File: src/spi_pkg.sv
/*
 * shared types for the mode 3 SPI master
 * spi_pins_t carries only the outgoing pins, MISO stays a plain input
 * spi_state_t is also the phase input of the bit timer, so the
 * encodings below are relied on by both blocks
 */
package spi_pkg;

    // ------------------------------------------------------------------
    // outgoing pin group
    // ------------------------------------------------------------------
    typedef struct packed {
        // serial clock, idle high in mode 3
        logic sclk;
        // chip select, active low
        logic cs_n;
        // master out, LSB first
        logic mosi;
    } spi_pins_t;

    // ------------------------------------------------------------------
    // controller states
    // ------------------------------------------------------------------
    typedef enum logic [1:0] {
        S_IDLE = 2'd0,
        S_LEAD = 2'd1,
        S_XFER = 2'd2
    } spi_state_t;

endpackage

File: src/spi_bit_timer.sv
/*
 * cycle and bit timer for the SPI master
 * FRQ_DIV must be even and >= 2, PRE_DLY >= 1, SPI_WIDTH 2..32
 * ticks are combinational decodes of the counters and the phase input,
 * they are only valid in the phase they belong to
 */
`timescale 1ns/1ps

module spi_bit_timer import spi_pkg::*; #(
    parameter int FRQ_DIV   = 4,
    parameter int PRE_DLY   = 3,
    parameter int SPI_WIDTH = 32
) (
    input  logic       p_in_clk,
    input  logic       p_in_rst,
    input  spi_state_t i_state,
    output logic       o_lead_end,
    output logic       o_half,
    output logic       o_bit_end,
    output logic       o_last_bit
);

    // counter must reach the longer of the two phases
    localparam int CNT_MAX = (PRE_DLY > FRQ_DIV) ? PRE_DLY : FRQ_DIV;
    localparam int CNT_W   = $clog2(CNT_MAX);
    localparam int BIT_W   = $clog2(SPI_WIDTH);

    logic [CNT_W-1:0] cyc_cnt;
    logic [BIT_W-1:0] bit_cnt;

    // ------------------------------------------------------------------
    // cycle counter
    // ------------------------------------------------------------------
    always_ff @(posedge p_in_clk) begin
        if (p_in_rst) begin
            cyc_cnt <= '0;
        end else begin
            case (i_state)
                S_LEAD: cyc_cnt <= o_lead_end ? '0 : cyc_cnt + 1'b1;
                // wraps once per bit
                S_XFER: cyc_cnt <= o_bit_end ? '0 : cyc_cnt + 1'b1;
                default: cyc_cnt <= '0;
            endcase
        end
    end

    // ------------------------------------------------------------------
    // bit counter
    // ------------------------------------------------------------------
    always_ff @(posedge p_in_clk) begin
        if (p_in_rst) begin
            bit_cnt <= '0;
        end else if (i_state != S_XFER) begin
            bit_cnt <= '0;
        end else if (o_bit_end) begin
            // back to zero on the final bit end
            bit_cnt <= o_last_bit ? '0 : bit_cnt + 1'b1;
        end
    end

    // ------------------------------------------------------------------
    // ticks
    // ------------------------------------------------------------------
    assign o_lead_end = (i_state == S_LEAD) && (cyc_cnt == CNT_W'(PRE_DLY - 1));
    assign o_half     = (i_state == S_XFER) && (cyc_cnt == CNT_W'(FRQ_DIV / 2 - 1));
    assign o_bit_end  = (i_state == S_XFER) && (cyc_cnt == CNT_W'(FRQ_DIV - 1));
    assign o_last_bit = (i_state == S_XFER) && (bit_cnt == BIT_W'(SPI_WIDTH - 1));

    // ------------------------------------------------------------------
    // checks
    // ------------------------------------------------------------------
    a_lead_range: assert property (@(posedge p_in_clk) disable iff (p_in_rst)
        (i_state == S_LEAD) |-> (int'(cyc_cnt) < PRE_DLY));

    a_xfer_range: assert property (@(posedge p_in_clk) disable iff (p_in_rst)
        (i_state == S_XFER) |-> (int'(cyc_cnt) < FRQ_DIV));

    // rising and falling sclk edges must not collide
    a_half_vs_end: assert property (@(posedge p_in_clk) disable iff (p_in_rst)
        !(o_half && o_bit_end));

endmodule

File: src/spi_ctrl_fsm.sv
/*
 * control FSM for the mode 3 SPI master
 * i_start is only looked at in idle and dropped in any other state
 * sclk and cs_n are registered
 * datapath strobes are combinational decodes of the timer ticks and the state
 * o_done is a single cycle pulse in the first cycle after cs_n rises
 */
`timescale 1ns/1ps

module spi_ctrl_fsm import spi_pkg::*; (
    input  logic       p_in_clk,
    input  logic       p_in_rst,
    input  logic       i_start,
    input  logic       i_lead_end,
    input  logic       i_half,
    input  logic       i_bit_end,
    input  logic       i_last_bit,
    output spi_state_t o_state,
    output logic       o_sclk,
    output logic       o_cs_n,
    output logic       o_load,
    output logic       o_sample,
    output logic       o_shift,
    output logic       o_finish,
    output logic       o_done
);

    spi_state_t state_q;
    logic       sclk_q;
    logic       cs_n_q;
    logic       done_q;

    // ------------------------------------------------------------------
    // state and pin levels
    // ------------------------------------------------------------------
    always_ff @(posedge p_in_clk) begin
        if (p_in_rst) begin
            state_q <= S_IDLE;
            sclk_q  <= 1'b1;
            cs_n_q  <= 1'b1;
            done_q  <= 1'b0;
        end else begin
            // done only lives for one cycle
            done_q <= 1'b0;
            case (state_q)
                S_IDLE: begin
                    sclk_q <= 1'b1;
                    cs_n_q <= 1'b1;
                    if (i_start) begin
                        // select the slave and start the lead-in
                        cs_n_q  <= 1'b0;
                        state_q <= S_LEAD;
                    end
                end
                S_LEAD: begin
                    if (i_lead_end) begin
                        // first falling edge puts bit 0 in front of the slave
                        sclk_q  <= 1'b0;
                        state_q <= S_XFER;
                    end
                end
                S_XFER: begin
                    // rising edge mid bit
                    if (i_half) begin
                        sclk_q <= 1'b1;
                    end
                    if (i_bit_end) begin
                        if (i_last_bit) begin
                            // frame over and clock parks high
                            sclk_q  <= 1'b1;
                            cs_n_q  <= 1'b1;
                            done_q  <= 1'b1;
                            state_q <= S_IDLE;
                        end else begin
                            sclk_q <= 1'b0;
                        end
                    end
                end
                default: begin
                    // recovery from an illegal encoding
                    sclk_q  <= 1'b1;
                    cs_n_q  <= 1'b1;
                    state_q <= S_IDLE;
                end
            endcase
        end
    end

    // ------------------------------------------------------------------
    // datapath strobes
    // ------------------------------------------------------------------
    // tx word goes in on the same edge as the first falling sclk
    assign o_load   = i_lead_end && (state_q == S_LEAD);
    assign o_sample = i_half && (state_q == S_XFER);
    assign o_shift  = i_bit_end && !i_last_bit && (state_q == S_XFER);
    assign o_finish = i_bit_end && i_last_bit && (state_q == S_XFER);

    assign o_state = state_q;
    assign o_sclk  = sclk_q;
    assign o_cs_n  = cs_n_q;
    assign o_done  = done_q;

    // ------------------------------------------------------------------
    // checks
    // ------------------------------------------------------------------
    // idle always means slave deselected and sclk parked high
    a_idle_levels: assert property (@(posedge p_in_clk) disable iff (p_in_rst)
        (state_q == S_IDLE) |-> (cs_n_q && sclk_q));

    // done is a single cycle pulse
    a_done_pulse: assert property (@(posedge p_in_clk) disable iff (p_in_rst)
        done_q |=> !done_q);

endmodule

File: src/spi_master_top.sv
/*
 * single channel SPI master, mode 3, LSB first
 * FRQ_DIV even and >= 2, PRE_DLY >= 1, SPI_WIDTH 2..32
 * i_txd must be stable from i_start to the end of the lead-in
 * no back-pressure, the slave cannot stall a frame
 */
`timescale 1ns/1ps

module spi_master_top import spi_pkg::*; #(
    parameter int FRQ_DIV   = 4,
    parameter int PRE_DLY   = 3,
    parameter int SPI_WIDTH = 32
) (
    input  logic                 p_in_clk,
    input  logic                 p_in_rst,
    input  logic                 i_start,
    input  logic [SPI_WIDTH-1:0] i_txd,
    input  logic                 i_spi_miso,
    output spi_pins_t            o_spi,
    output logic [SPI_WIDTH-1:0] o_rxd,
    output logic                 o_done
);

    spi_state_t state;
    logic       lead_end;
    logic       half;
    logic       bit_end;
    logic       last_bit;
    logic       load;
    logic       sample;
    logic       shift;
    logic       finish;
    logic       sclk;
    logic       cs_n;
    logic       mosi;

    // ------------------------------------------------------------------
    // control, timing and datapath
    // ------------------------------------------------------------------
    spi_ctrl_fsm i_fsm (
        .p_in_clk   (p_in_clk),
        .p_in_rst   (p_in_rst),
        .i_start    (i_start),
        .i_lead_end (lead_end),
        .i_half     (half),
        .i_bit_end  (bit_end),
        .i_last_bit (last_bit),
        .o_state    (state),
        .o_sclk     (sclk),
        .o_cs_n     (cs_n),
        .o_load     (load),
        .o_sample   (sample),
        .o_shift    (shift),
        .o_finish   (finish),
        .o_done     (o_done)
    );

    spi_bit_timer #(
        .FRQ_DIV   (FRQ_DIV),
        .PRE_DLY   (PRE_DLY),
        .SPI_WIDTH (SPI_WIDTH)
    ) i_timer (
        .p_in_clk   (p_in_clk),
        .p_in_rst   (p_in_rst),
        .i_state    (state),
        .o_lead_end (lead_end),
        .o_half     (half),
        .o_bit_end  (bit_end),
        .o_last_bit (last_bit)
    );

    spi_shift_path #(
        .SPI_WIDTH (SPI_WIDTH)
    ) i_shift (
        .p_in_clk (p_in_clk),
        .p_in_rst (p_in_rst),
        .i_load   (load),
        .i_sample (sample),
        .i_shift  (shift),
        .i_finish (finish),
        .i_txd    (i_txd),
        .i_miso   (i_spi_miso),
        .o_mosi   (mosi),
        .o_rxd    (o_rxd)
    );

    // pin group out to the slave
    assign o_spi = '{sclk: sclk, cs_n: cs_n, mosi: mosi};

endmodule

File: src/spi_shift_path.sv
/*
 * shift datapath, LSB first in both directions
 * i_txd is captured on i_load only, it need not be held after that
 * o_rxd changes only on i_finish and holds the last frame's word
 * for MSB first order the bits are swapped outside this block
 */
`timescale 1ns/1ps

module spi_shift_path #(
    parameter int SPI_WIDTH = 32
) (
    input  logic                 p_in_clk,
    input  logic                 p_in_rst,
    input  logic                 i_load,
    input  logic                 i_sample,
    input  logic                 i_shift,
    input  logic                 i_finish,
    input  logic [SPI_WIDTH-1:0] i_txd,
    input  logic                 i_miso,
    output logic                 o_mosi,
    output logic [SPI_WIDTH-1:0] o_rxd
);

    logic [SPI_WIDTH-1:0] tx_sr;
    logic [SPI_WIDTH-1:0] rx_sr;
    logic [SPI_WIDTH-1:0] rxd_q;

    // ------------------------------------------------------------------
    // transmit side
    // ------------------------------------------------------------------
    always_ff @(posedge p_in_clk) begin
        if (p_in_rst) begin
            tx_sr <= '0;
        end else if (i_load) begin
            tx_sr <= i_txd;
        end else if (i_shift) begin
            // zero fill from the top
            tx_sr <= {1'b0, tx_sr[SPI_WIDTH-1:1]};
        end
    end

    // bit 0 is on the wire
    assign o_mosi = tx_sr[0];

    // ------------------------------------------------------------------
    // receive side
    // ------------------------------------------------------------------
    always_ff @(posedge p_in_clk) begin
        if (i_load) begin
            rx_sr <= '0;
        end else if (i_sample) begin
            // first bit in ends up at bit 0 after SPI_WIDTH samples
            rx_sr <= {i_miso, rx_sr[SPI_WIDTH-1:1]};
        end
    end

    // word latch, last sample was taken half a bit earlier
    always_ff @(posedge p_in_clk) begin
        if (p_in_rst) begin
            rxd_q <= '0;
        end else if (i_finish) begin
            rxd_q <= rx_sr;
        end
    end

    assign o_rxd = rxd_q;

    a_load_vs_shift: assert property (@(posedge p_in_clk) disable iff (p_in_rst)
        !(i_load && i_shift));

endmodule

File: config.mk
export PLATFORM = sky130hd
export DESIGN_NAME = spi_master_top
export DESIGN_NICKNAME = d
export VERILOG_FILES = /design/src/spi_pkg.sv /design/src/spi_bit_timer.sv /design/src/spi_ctrl_fsm.sv /design/src/spi_master_top.sv /design/src/spi_shift_path.sv
export SDC_FILE = /design/constraint.sdc
export NUM_CORES = 1
export LEC_CHECK = 0
export BUFFER_PORTS_ARGS = -buffer_cell sky130_fd_sc_hd__clkbuf_2
export CAP_MARGIN = 20
export CORE_UTILIZATION = 60
export CTS_BUF_LIST = sky130_fd_sc_hd__clkbuf_4
export DETAILED_ROUTE_END_ITERATION = 10
export GPL_TIMING_DRIVEN = 0
export PLACE_DENSITY = 0.91
export SLEW_MARGIN = 10
export SYNTH_ARGS = -nofsm -noshare
export SYNTH_HDL_FRONTEND = slang
export SYNTH_SLANG_ARGS = --single-unit
File: constraint.sdc
create_clock -name p_in_clk -period 6 [get_ports p_in_clk]
set_clock_uncertainty 0.2 [all_clocks]
set_input_delay 0.6 -clock p_in_clk [delete_from_list [all_inputs] [get_ports p_in_clk]]
set_output_delay 0.6 -clock p_in_clk [all_outputs]
set_load 0.005 [all_outputs]
==> metrics list, run 1 <==
- Average routed wire per standard cell: 12.9 um
* Cells on Worst Hold Path: 3
- The count of final max-slew check failures was 0.
- Portion of the clock cycle consumed by the worst path in the final layout: 38.8%
* Site Rows: 31
- In the routed layout, each cell is associated on average with a via count of 5.32.
- Insertion delay of the later-clocked pin in the worst-skew pair: 460 ps
- Post-route DRC: 0
- Once the floorplan was initialized, standard cells occupied 62.7% of the core.
- Setup total negative slack on the finished layout was measured at 0 ps.
- Proportion of register bits with asynchronous set or reset after synthesis: 0%
- Entering global routing, the biggest net connects 20 pins.
* Capture endpoint of the worst hold path: i_shift.tx_sr[31]
- After synthesis, the netlist uses 35 different library cells.
* Total of hold buffers inserted after clock tree synthesis: 0
* Power per standard cell area: 220 mW/mm^2
- Portion of synthesized cell area occupied by the leading cell type: 47.3%
- Gates resized, CTS repair: 0
- The number of antenna diodes in the final layout is 0.
- In the synthesized netlist the dominant register cell turns out to be sky130_fd_sc_hd__dfxtp_1.
* Total core area: 0.00729 mm^2
- Synthesis handed over a netlist of 544 instances.
- Static timing analysis puts the maximum clock frequency at 0.430 GHz.
* Sequential fraction of the synthesis area: 47.3%
- Counting every net in the synthesized netlist gives 589.
- Die width: 89.3 um
* Max-slew headroom: 53.8%
- Per-instance average area after synthesis: 8.40 um^2
* DIE AREA: 0.00797 mm^2
- After the first detailed-routing iteration, the DRC count stood at 162.
- Once detail routing completed, the nets flagged for antenna violations numbered 0.
* Setup repair after global routing missed its margin: false
- After detailed routing, the total wire length is 9380 um.
- The path class of the tightest hold or removal check is primary input to flip-flop.
- STA puts the critical path data required time at 6190 ps.
- Startpoint type of the worst setup path: flip-flop
* Finish-stage setup viols: 0
* Final weighted congestion of routability-driven global placement: 0.783
* First-pass iteration count of the detailed router: 4
- Compared with the post-synthesis result, the final layout area differs by 13.3%.
* Reg-to-reg endpoint: i_shift.o_rxd[22]
* Final Critical Period: 2330 ps
- The synthesized design contains 0 enable-type register cells.
- Synth area leader: sky130_fd_sc_hd__dfxtp_1
* Worst reg-to-reg setup slack: 3670 ps
* Critical setup path kind: flip-flop to flip-flop
* Global-route usage over all layers: 24.4%
* Transition time at the pin with the least slew margin: 693 ps
- Clock buffer count from CTS: 9
- The tree is rooted in a sky130_fd_sc_hd__clkbuf_4.
- Number of maximum-capacitance violations: 0
- I/O Buffers: 70
- Status: finished, final reports clean
- Initial antenna violation count: 0
- Measured in cells, the most critical reg-to-reg path has a length of 8.
* Startpoint of the worst register-to-register path: i_timer.bit_cnt[0]
* Crit path capture type: flip-flop
* Yosys warnings: 0
- From bottom edge to top edge, the die measures 89.3 um.
- DP HPWL: 6910 um
* Number of buffers on the longest clock path: 2
- IR analysis of the VDD net gives a maximum drop of 0.000143 V.
* Global-route wire length before repair: 15000 um
- The H-tree was split into 3 levels.
- Fin nets: 670
- Hold is met by 160 ps.
- Counting every sink on the clock net gives 108.
- Clock input transition at the sequential cells of the worst setup and hold paths: 170 ps
* Most area-consuming cells after synthesis: sky130_fd_sc_hd__dfxtp_1 (47%), sky130_fd_sc_hd__nand2_1 (11%), sky130_fd_sc_hd__a21oi_1 (7.8%)
* Number of vias after detailed routing: 3876
- Number of top-level pins: 72
* Worst EP arrival: 2520 ps
- For this design the static power due to leakage is 2.09 nW.
- In this run, synthesis produced a sequential element count of 108.
* Number of failing hold endpoints at the final stage: 0
- In this run the worst path has a maximum fanout of 10.
* GRT Residual Overflow: 0
* Area of the mapped netlist: 0.00457 mm^2
* Number of buffers inserted to repair setup after CTS: 0
- TritonCTS built the clock tree.
- In this run the most critical hold path is launched from i_txd[31].
* Proportion of layout cells with a drive suffix above 1: 25.6%
- The number of global-route vias before repair came to 3415.
==> where the power goes <==
| group | switching (W) | internal [W] | leakage, nW |
|---|---|---|---|
| registers | 0.00000350 | 0.000724 | 0.870 |
| clock network | 0.000250 | 0.0000985 | 0.0679 |
| logic | 0.0000362 | 0.0000296 | 1.15 |
| total | 0.000290 | 0.000852 | 2.09 |
==> metal layers <==
layer	up-vias	track usage [%]	routed length (um)
li1	2003	-	-
met1	1765	30.5	4290
met2	97	41.4	4530
met3	11	6.19	427
met4	0	7.36	131
met5	-	0	0
==> critical path: stages (launching register included) <==
cell	delay, ps
sky130_fd_sc_hd__dfxtp_1	380
sky130_fd_sc_hd__ha_1	230
sky130_fd_sc_hd__and3_1	190
sky130_fd_sc_hd__ha_1	190
sky130_fd_sc_hd__buf_2	170
sky130_fd_sc_hd__nand3_1	220
sky130_fd_sc_hd__clkbuf_1	430
sky130_fd_sc_hd__nand2_1	100
sky130_fd_sc_hd__a21oi_1	150
==> per-stage QoR <==
stage	instances	total power, W	area (um^2)	setup slack, ps	utilization (%)
finish	729	0.00114	5180	3670	71.0
global route	729	0.00118	5180	3520	71.0
CTS	729	0.00115	5180	3670	71.0
floorplan	544	0.000782	4570	4010	-
global placement	713	0.000805	5040	3780	69.2
detailed placement	713	0.000808	5040	3680	69.2
==> worst max path at each step <==
stage | startpoint | end | cells after the start
after floorplan | i_timer.bit_cnt[0] | i_shift.tx_sr[12] | 8
after global placement | i_timer.bit_cnt[0] | i_shift.o_rxd[18] | 8
after detailed placement | i_timer.bit_cnt[0] | i_shift.o_rxd[18] | 8
after CTS | i_timer.bit_cnt[0] | i_shift.o_rxd[18] | 8
after global routing | i_timer.bit_cnt[0] | i_shift.o_rxd[22] | 8
final | i_timer.bit_cnt[0] | i_shift.o_rxd[22] | 8
==> registers in the layout, summed over array words and instances (netlist names) <==
register and count:
i_fsm.o_state 2, i_shift.o_rxd 32, i_timer.cyc_cnt 2, i_fsm.o_sclk 1
i_fsm.o_cs_n 1, i_shift.rx_sr 32, i_timer.bit_cnt 5, i_fsm.o_done 1
i_shift.tx_sr 32
==> layout by cell type, fill, tap and decap left out, types with 3 or more instances in the layout <==
cell / n
sky130_fd_sc_hd__a21oi_1: 71
sky130_fd_sc_hd__clkbuf_2: 70
sky130_fd_sc_hd__nor3_2: 20
sky130_fd_sc_hd__nor3_1: 46
sky130_fd_sc_hd__inv_1: 6
sky130_fd_sc_hd__clkbuf_1: 11
sky130_fd_sc_hd__nor4_1: 11
sky130_fd_sc_hd__nor2b_1: 3
sky130_fd_sc_hd__ha_1: 9
sky130_fd_sc_hd__nand2b_1: 3
sky130_fd_sc_hd__clkbuf_4: 10
sky130_fd_sc_hd__nand2_1: 134
sky130_fd_sc_hd__buf_4: 8
sky130_fd_sc_hd__o21ai_0: 4
sky130_fd_sc_hd__nor4_2: 20
sky130_fd_sc_hd__buf_12: 3
sky130_fd_sc_hd__dfxtp_1: 108
sky130_fd_sc_hd__buf_1: 4
sky130_fd_sc_hd__buf_2: 23
sky130_fd_sc_hd__nand3_1: 3
sky130_fd_sc_hd__nor2_1: 36
==> final cells by class <==
class	count	area, um^2
plain buffers	49	292
fillers	590	2110
flip-flops and latches	108	2160
multi-input cells	381	2090
clock inverters	6	60.1
repair buffers	70	350
well taps	99	124
clock buffers	10	75.1
inverters	6	22.5
==> cell families after synthesis <==
logic type | synth area share (%)
adders and majority gates | 2.46
buffers and inverters | 6.87
and+or+nand+nor | 33.9
muxes | 0.219
AOI/OAI and AO/OA | 9.26
DFF | 47.3
==> synthesized netlist by cell type (4+ instances only) <==
cell type                  instances
sky130_fd_sc_hd__nand2_1         134
sky130_fd_sc_hd__dfxtp_1         108
sky130_fd_sc_hd__a21oi_1          71
sky130_fd_sc_hd__nor3_1           46
sky130_fd_sc_hd__nor2_1           36
sky130_fd_sc_hd__buf_2            23
sky130_fd_sc_hd__nor3_2           20
sky130_fd_sc_hd__nor4_2           20
sky130_fd_sc_hd__clkbuf_1         11
sky130_fd_sc_hd__nor4_1           11
sky130_fd_sc_hd__ha_1              9
sky130_fd_sc_hd__buf_4             8
sky130_fd_sc_hd__inv_1             6
sky130_fd_sc_hd__buf_1             4
sky130_fd_sc_hd__o21ai_0           4
No activity file was read; power rests on OpenSTA's default activity.
==> inputs of run 2 (changes only) <==
--- a/config.mk
+++ b/config.mk
@@ -7,11 +7,11 @@
 export LEC_CHECK = 0
 export BUFFER_PORTS_ARGS = -buffer_cell sky130_fd_sc_hd__clkbuf_2
 export CAP_MARGIN = 20
-export CORE_UTILIZATION = 60
+export CORE_UTILIZATION = 58
 export CTS_BUF_LIST = sky130_fd_sc_hd__clkbuf_4
 export DETAILED_ROUTE_END_ITERATION = 10
 export GPL_TIMING_DRIVEN = 0
-export PLACE_DENSITY = 0.91
+export PLACE_DENSITY = 0.88
 export SLEW_MARGIN = 10
 export SYNTH_ARGS = -nofsm -noshare
 export SYNTH_HDL_FRONTEND = slang
==> constraint.sdc (replaced) <==
create_clock -name p_in_clk -period 2.2 [get_ports p_in_clk]
set_clock_uncertainty 0.2 [all_clocks]
set_input_delay 0.22 -clock p_in_clk [delete_from_list [all_inputs] [get_ports p_in_clk]]
set_output_delay 0.22 -clock p_in_clk [all_outputs]
set_load 0.005 [all_outputs]
==> run 2 against run 1 <==
Compared with the run above: critical path type unchanged; wire length rose by 18%; register-to-register slack got worse by 3600 ps; clock power rose to 3.0 times the previous value; cell count rose by 5.3%; sequential power rose to 2.7 times the previous value.
==> metrics list, run 2 (synthesis gave the netlist of run 1 again) <==
* Maximum frequency from static timing analysis: 0.460 GHz
* Library cell used as clock root buffer: sky130_fd_sc_hd__clkbuf_4
- Measured along the y axis, the die boundary spans 90.8 um.
- The final number of hold-violating endpoints is 0.
- Wire segments on met2 add up to 5570 um in the final route.
* Max-slew headroom: 51.5%
- Number of buffers on the longest clock path: 2
- The count of final max-slew check failures was 0.
- In this run the critical register-to-register path is captured at i_shift.tx_sr[6].
- Fin nets: 706
- The first global-routing pass estimated 18500 um of wire.
- Category of cells accounting for the largest share of critical-path delay: simple AND/OR/NAND/NOR gates
- Top layer reached by signal wires: met4
- For the pin with the worst max-slew slack, the measured transition is 727 ps.
* Violation count after the first detailed-routing iteration: 258
- Critical path buffer and inverter count: 2
- Setup total negative slack on the finished layout was measured at 0 ps.
- The largest single stage delay on the critical path is 390 ps.
- The floorplan has 32 rows.
- Vias per inst: 5.59
* Antenna violation net count after detailed routing: 0
- Capture endpoint of the worst hold path: i_shift.rx_sr[17]
* Number of maximum-capacitance violations: 0
- Counting the buffers created by CTS gives 9.
- Once detailed placement completed, the half-perimeter wirelength came to 7020 um.
* Worst EP arrival: 2340 ps
- Ordered list of cells on the worst path: ha_1 -> and3_1 -> ha_1 -> buf_4 -> nand3b_4 -> buf_4 -> nor3_1 -> nor4_1
- The finished cells cover 0.00563 mm^2.
- Multi-input gate area: 0.00212 mm^2
- During I/O placement, the number of pins put on the boundary was 72.
- Total routed wirelength: 11100 um
- The die is 90.8 um wide.
- Startpoint type of the worst setup path: flip-flop
* DIE AREA: 0.00824 mm^2
* Final WS setup: 24.6 ps
* Average routed wire per standard cell: 14.4 um
- Entering global routing, the biggest net connects 19 pins.
* CTS tree: done
- Prior to clock tree synthesis, the placed netlist has a worst setup slack of -101 ps.
* Cells on Worst Hold Path: 2
- Crit path capture type: flip-flop
- Insertion delay of the later-clocked pin in the worst-skew pair: 480 ps
- The count of cells in the finished layout, fillers not included, comes to 768.
* Final weighted congestion of routability-driven global placement: 0.816
- After detailed routing, the number of remaining DRC violations is 0.
* Finish-stage setup viols: 0
- Register-to-Register Path Depth: 8
- WHS: 262 ps
- The startpoint identified for the worst hold timing path is i_shift.rx_sr[18].
- The total area inside the core boundary comes to 0.00769 mm^2.
* Min-delay worst type: flip-flop to flip-flop
- After layout, the worst path uses 98.9% of the clock period.
* Placed instance count: 716
- For this configuration, the core starts out at a cell density of 59.4%.
- Leak: 2.31 nW
* Library cell contributing the largest single delay on the critical path: sky130_fd_sc_hd__dfxtp_2
* Via count of the first global-routing pass: 4170
* Startpoint of the worst register-to-register path: i_timer.bit_cnt[1]
- Of all nets on the critical path, the largest fanout is 10.
- After clock tree synthesis, the clock-pin slew on the worst setup and hold paths is 160 ps.
* Wire length on met3: 621 um
* Area taken by flip-flops and latches: 0.00217 mm^2
- Maximum level of the CTS H-tree: 3
* DP Area: 0.00505 mm^2
* Global-route usage over all layers: 27.9%
- The number of antenna violations at the first check in global routing came to 0.
- Number of vias after detailed routing: 4290
* Post-Route M1 WL: 4550 um
- The setup check on the worst reg-to-reg path leaves a slack of 20 ps.
- Proportion of layout cells with a drive suffix above 1: 25.5%
* GRT Residual Overflow: 0
- The first detailed-routing pass ran for 5 iterations.
- The area growth from synthesis to layout is 23.3%.
- The clock drives 108 sinks.
* Power per standard cell area: 577 mW/mm^2
- The worst path needs 2180 ps of the cycle, external delays included.
* Leading cell type in the layout, fill and taps excluded: sky130_fd_sc_hd__nand2_1
- Required time reported for the critical path endpoint: 2370 ps
* Filler Cells Inserted: 531
- The critical path in this run is classified as flip-flop to flip-flop.
- Top library cells by usage in the layout, fill and taps aside: sky130_fd_sc_hd__nand2_1 (134), sky130_fd_sc_hd__dfxtp_1 (106), sky130_fd_sc_hd__a21oi_1 (71)
- I/O Buffers: 70
- VDD IR-drop max: 0.000308 V
* Diodes inserted: 0
- The flow ran to the end, and the final reports show no timing, DRC or antenna violations.
-- run 2: cell types whose count changed in the layout (fill, tap and decap cells not counted), sizes merged --
cell	previous run	this run
clkbuf	91	90
dlygate4sd3	0	35
bufinv	0	1
buf	38	39
clkinvlp	2	3
clkinv	2	1
-- run 2: worst min-delay path, delay by kind of cell, from the launching register on --
family / cells / cell delay, ps
and+or+nand+nor: 1 / 60
DFF: 1 / 350
AOI/OAI and AO/OA: 1 / 50
-- run 2: layer usage --
metal,up-vias,GRT usage [%]
met5,-,0
met4,0,14.8
met3,35,5.81
met2,193,47.7
met1,1986,32.7
li1,2076,-
-- run 2: worst max-delay path by stage --
stage,start,slack (ps),depth (start not counted),to
after floorplan,i_timer.bit_cnt[0],210,8,i_shift.tx_sr[12]
final,i_timer.bit_cnt[1],20,8,i_shift.tx_sr[6]
after global placement,i_timer.bit_cnt[0],20,8,i_shift.o_rxd[18]
after global routing,i_timer.bit_cnt[1],-4,9,i_shift.o_rxd[23]
after CTS,i_timer.bit_cnt[0],8,7,i_fsm.o_state[0]
after detailed placement,i_timer.bit_cnt[0],-100,8,i_shift.o_rxd[5]
-- run 2: power breakdown --
group | switching, W | leakage, nW | internal, W | total [W]
clock network | 0.000680 | 0.0690 | 0.000352 | 0.00103
logic | 0.000113 | 1.37 | 0.000121 | 0.000234
registers | 0.0000104 | 0.871 | 0.00197 | 0.00198
total | 0.000803 | 2.31 | 0.00245 | 0.00325
-- run 2: per-stage QoR --
step	power, W	utilization [%]
floorplan	0.00213	-
global placement	0.00219	65.7
detailed placement	0.00220	65.7
CTS	0.00324	72.4
global route	0.00337	73.3
finish	0.00325	73.3
-- run 2: layout make-up --
class	instances	area share, %
buffer	49	6.22
clock buffer	9	1.20
clock inverter	7	1.33
inverter	6	0.400
multi-input combinational	381	37.6
sequential	108	38.5
tap	102	2.27
timing repair buffer	106	12.6
-- run 2: timing repair --
| action | CTS | global route |
|---|---|---|
| buffers inserted | 0 | 1 |
| setup endpoints to repair | 56 | 58 |
| pin swaps | 1 | 3 |
| resized for setup | 11 | 26 |
| hold endpoints to repair | 39 | 0 |
| hold buffers | 35 | 0 |
==> inputs of run 3 (changes only) <==
--- a/config.mk
+++ b/config.mk
@@ -7,6 +7,7 @@
 export LEC_CHECK = 0
 export BUFFER_PORTS_ARGS = -buffer_cell sky130_fd_sc_hd__clkbuf_2
 export CAP_MARGIN = 20
+export CORE_MARGIN = 3
 export CORE_UTILIZATION = 58
 export CTS_BUF_LIST = sky130_fd_sc_hd__clkbuf_4
 export DETAILED_ROUTE_END_ITERATION = 10
==> run 3 against run 2 <==
Compared with the run above: sequential share of layout area hardly changed; worst hold slack better by 6.6 ps; clock power is 9% higher; cell count is 0.39% lower; maximum frequency is 0.65% higher; critical endpoint is now i_shift.tx_sr[18].
==> metrics list, run 3 (synthesis gave the netlist of run 1 again) <==
- The flow ran to the end, and the final reports show no timing, DRC or antenna violations.
* Clock input transition at the sequential cells of the worst setup and hold paths: 180 ps
* Finish-stage setup viols: 0
- First-pass iteration count of the detailed router: 4
* Worst EP arrival: 2340 ps
* Leak: 2.32 nW
- In this run the worst path has a maximum fanout of 10.
- Headroom to the max-slew limit came out at 51.6%.
- TritonCTS created 9 clock buffers.
- Final weighted congestion of routability-driven global placement: 0.789
- Library cell used as clock root buffer: sky130_fd_sc_hd__clkbuf_4
- The worst setup path is captured at a flip-flop.
* Violation count after the first detailed-routing iteration: 272
- Setup repair after global routing missed its margin: true
- VDD IR-drop max: 0.000527 V
- Entering global routing, the biggest net connects 22 pins.
- The cell that appears most often on the critical path is sky130_fd_sc_hd__ha_1.
- In this run the tool buffered the top-level ports with 70 buffer cells.
* Library cell contributing the largest single delay on the critical path: sky130_fd_sc_hd__dfxtp_4
* Final Critical Period: 2160 ps
* Global-route usage over all layers: 25.2%
- Dividing the detail-routed via count by the number of cells gives 5.50.
* Post-route DRC: 0
- GRT Residual Overflow: 0
* Number of top-level pins: 72
- Insertion delay of the later-clocked pin in the worst-skew pair: 460 ps
- The design draws 0.00334 W.
- The number of antenna violations at the first check in global routing is 0.
- Static timing analysis puts the maximum clock frequency at 0.463 GHz.
* Antenna violation net count after detailed routing: 0
* CTS tree: done
- The die is 94.8 um tall.
- Via count of the first global-routing pass: 4077
- Cells with a size suffix above 1 make up 25.5% of the layout.
- Across all layers, the routed design uses 4211 vias.
* Diodes inserted: 0
- The first global-routing pass estimated 17900 um of wire.
- Startpoint type of the worst setup path: flip-flop
- In this run the core area contains 31 standard-cell rows.
- Starting density of the core: 61.4%
- The signal on the critical path passes through ha_1 -> and3_1 -> ha_1 -> and3b_1 -> buf_2 -> buf_4 -> nor3_1 -> nor4_2.
- DP HPWL: 7190 um
- Total routed wirelength: 11100 um
- Area growth, synth to finish: 23.3%
- DIE AREA: 0.00898 mm^2
* Top library cells by usage in the layout, fill and taps aside: sky130_fd_sc_hd__nand2_1 (134), sky130_fd_sc_hd__dfxtp_1 (106), sky130_fd_sc_hd__a21oi_1 (71), sky130_fd_sc_hd__clkbuf_2 (71), sky130_fd_sc_hd__nor3_1 (45)
- Power per standard cell area: 592 mW/mm^2
- Clock net sink count: 108
- Min-delay worst type: flip-flop to flip-flop
- In the post-route analysis, the smallest setup slack over all paths is 38.7 ps.
- The final number of hold-violating endpoints was 0.
- The largest single stage delay on the critical path is 390 ps.
* Total core area: 0.00745 mm^2
* Required time reported for the critical path endpoint: 2380 ps
- Counting along the longest clock path gives a buffer depth of 2.
- Portion of the clock cycle consumed by the worst path in the final layout: 98.2%
* Average routed wire per standard cell: 14.5 um
- Maximum level of the CTS H-tree: 3
- Fill cells in the final layout number 542.
* Critical setup path kind: flip-flop to flip-flop
- At the pin with the least slew margin, the transition time is 725 ps.
- Measured along the x axis, the die boundary spans 94.8 um.
- At the end of the flow, the number of nets in the layout was 706.
- Leading cell type in the layout, fill and taps excluded: sky130_fd_sc_hd__nand2_1
- Pins over their slew limit: 0
- Placement-stage worst setup slack: -83.0 ps
* Number of maximum-capacitance violations: 0
-- run 3: cell count changes in the layout (fill, tap and decap cells not counted), moves of 2 or more --
cell / before / now
sky130_fd_sc_hd__buf_2: 13 / 15
sky130_fd_sc_hd__buf_4: 13 / 11
sky130_fd_sc_hd__buf_6: 6 / 2
sky130_fd_sc_hd__clkinvlp_4: 3 / 0
sky130_fd_sc_hd__inv_8: 0 / 4
sky130_fd_sc_hd__clkbuf_4: 12 / 15
-- run 3: stage by stage --
step | area (um^2) | instances | util, % | hold WS [ps] | setup TNS [ps]
global route | 5630 | 765 | 75.6 | 290 | -296
CTS | 5580 | 764 | 75.0 | 269 | 0
finish | 5630 | 765 | 75.6 | 269 | 0
detailed placement | 5040 | 713 | 67.7 | 249 | -619
global placement | 5040 | 713 | 67.7 | 240 | 0
floorplan | 4570 | 544 | - | 156 | 0
-- run 3: timing repair --
item,in CTS,in global routing
resized for setup,7,19
hold buffers,35,0
pin swaps,0,2
setup buffers,0,1
gates cloned,0,0
hold endpoints to repair,39,0
setup endpoints to repair,42,64
-- run 3: layer usage --
metal / part of all wire [%] / vias up / global-route usage (%)
li1: - / 2073 / -
met1: 41 / 1964 / 27.5
met2: 52 / 145 / 45.9
met3: 5.3 / 29 / 7.09
met4: 2.2 / 0 / 9.50
met5: 0 / - / 0
-- run 3: worst max-delay path, delay by kind of cell, from the launching register on --
family,cells,cell delay (ps)
and+or+nand+nor,4,750
adders and majority gates,2,400
DFF,1,390
buffers and inverters,2,350
-- run 3: area by class of cell --
type	instances	area [um^2]	area share (%)
clock inverters	7	100	1.78
multi-input cells	381	2120	37.6
plain buffers	49	328	5.82
repair buffers	106	708	12.6
flip-flops and latches	108	2170	38.5
well taps	99	124	2.20
clock buffers	9	67.6	1.20
inverters	6	22.5	0.400
-- run 3: power by group --
part | internal [W] | switching (W) | total, W
sequential | 0.00197 | 0.0000103 | 0.00198
combinational | 0.000120 | 0.000109 | 0.000230
clock | 0.000393 | 0.000731 | 0.00112
total | 0.00249 | 0.000850 | 0.00334
-- run 3: final timing paths --
check	depth (start not counted)	start	end	slack [ps]
setup / recovery	8	i_timer.bit_cnt[0]	i_shift.tx_sr[18]	40
hold / removal	2	i_shift.o_rxd[11]	i_shift.o_rxd[11]	270
setup reg to reg	8	i_timer.bit_cnt[0]	i_shift.tx_sr[18]	40
hold reg to reg	2	i_shift.o_rxd[11]	i_shift.o_rxd[11]	270
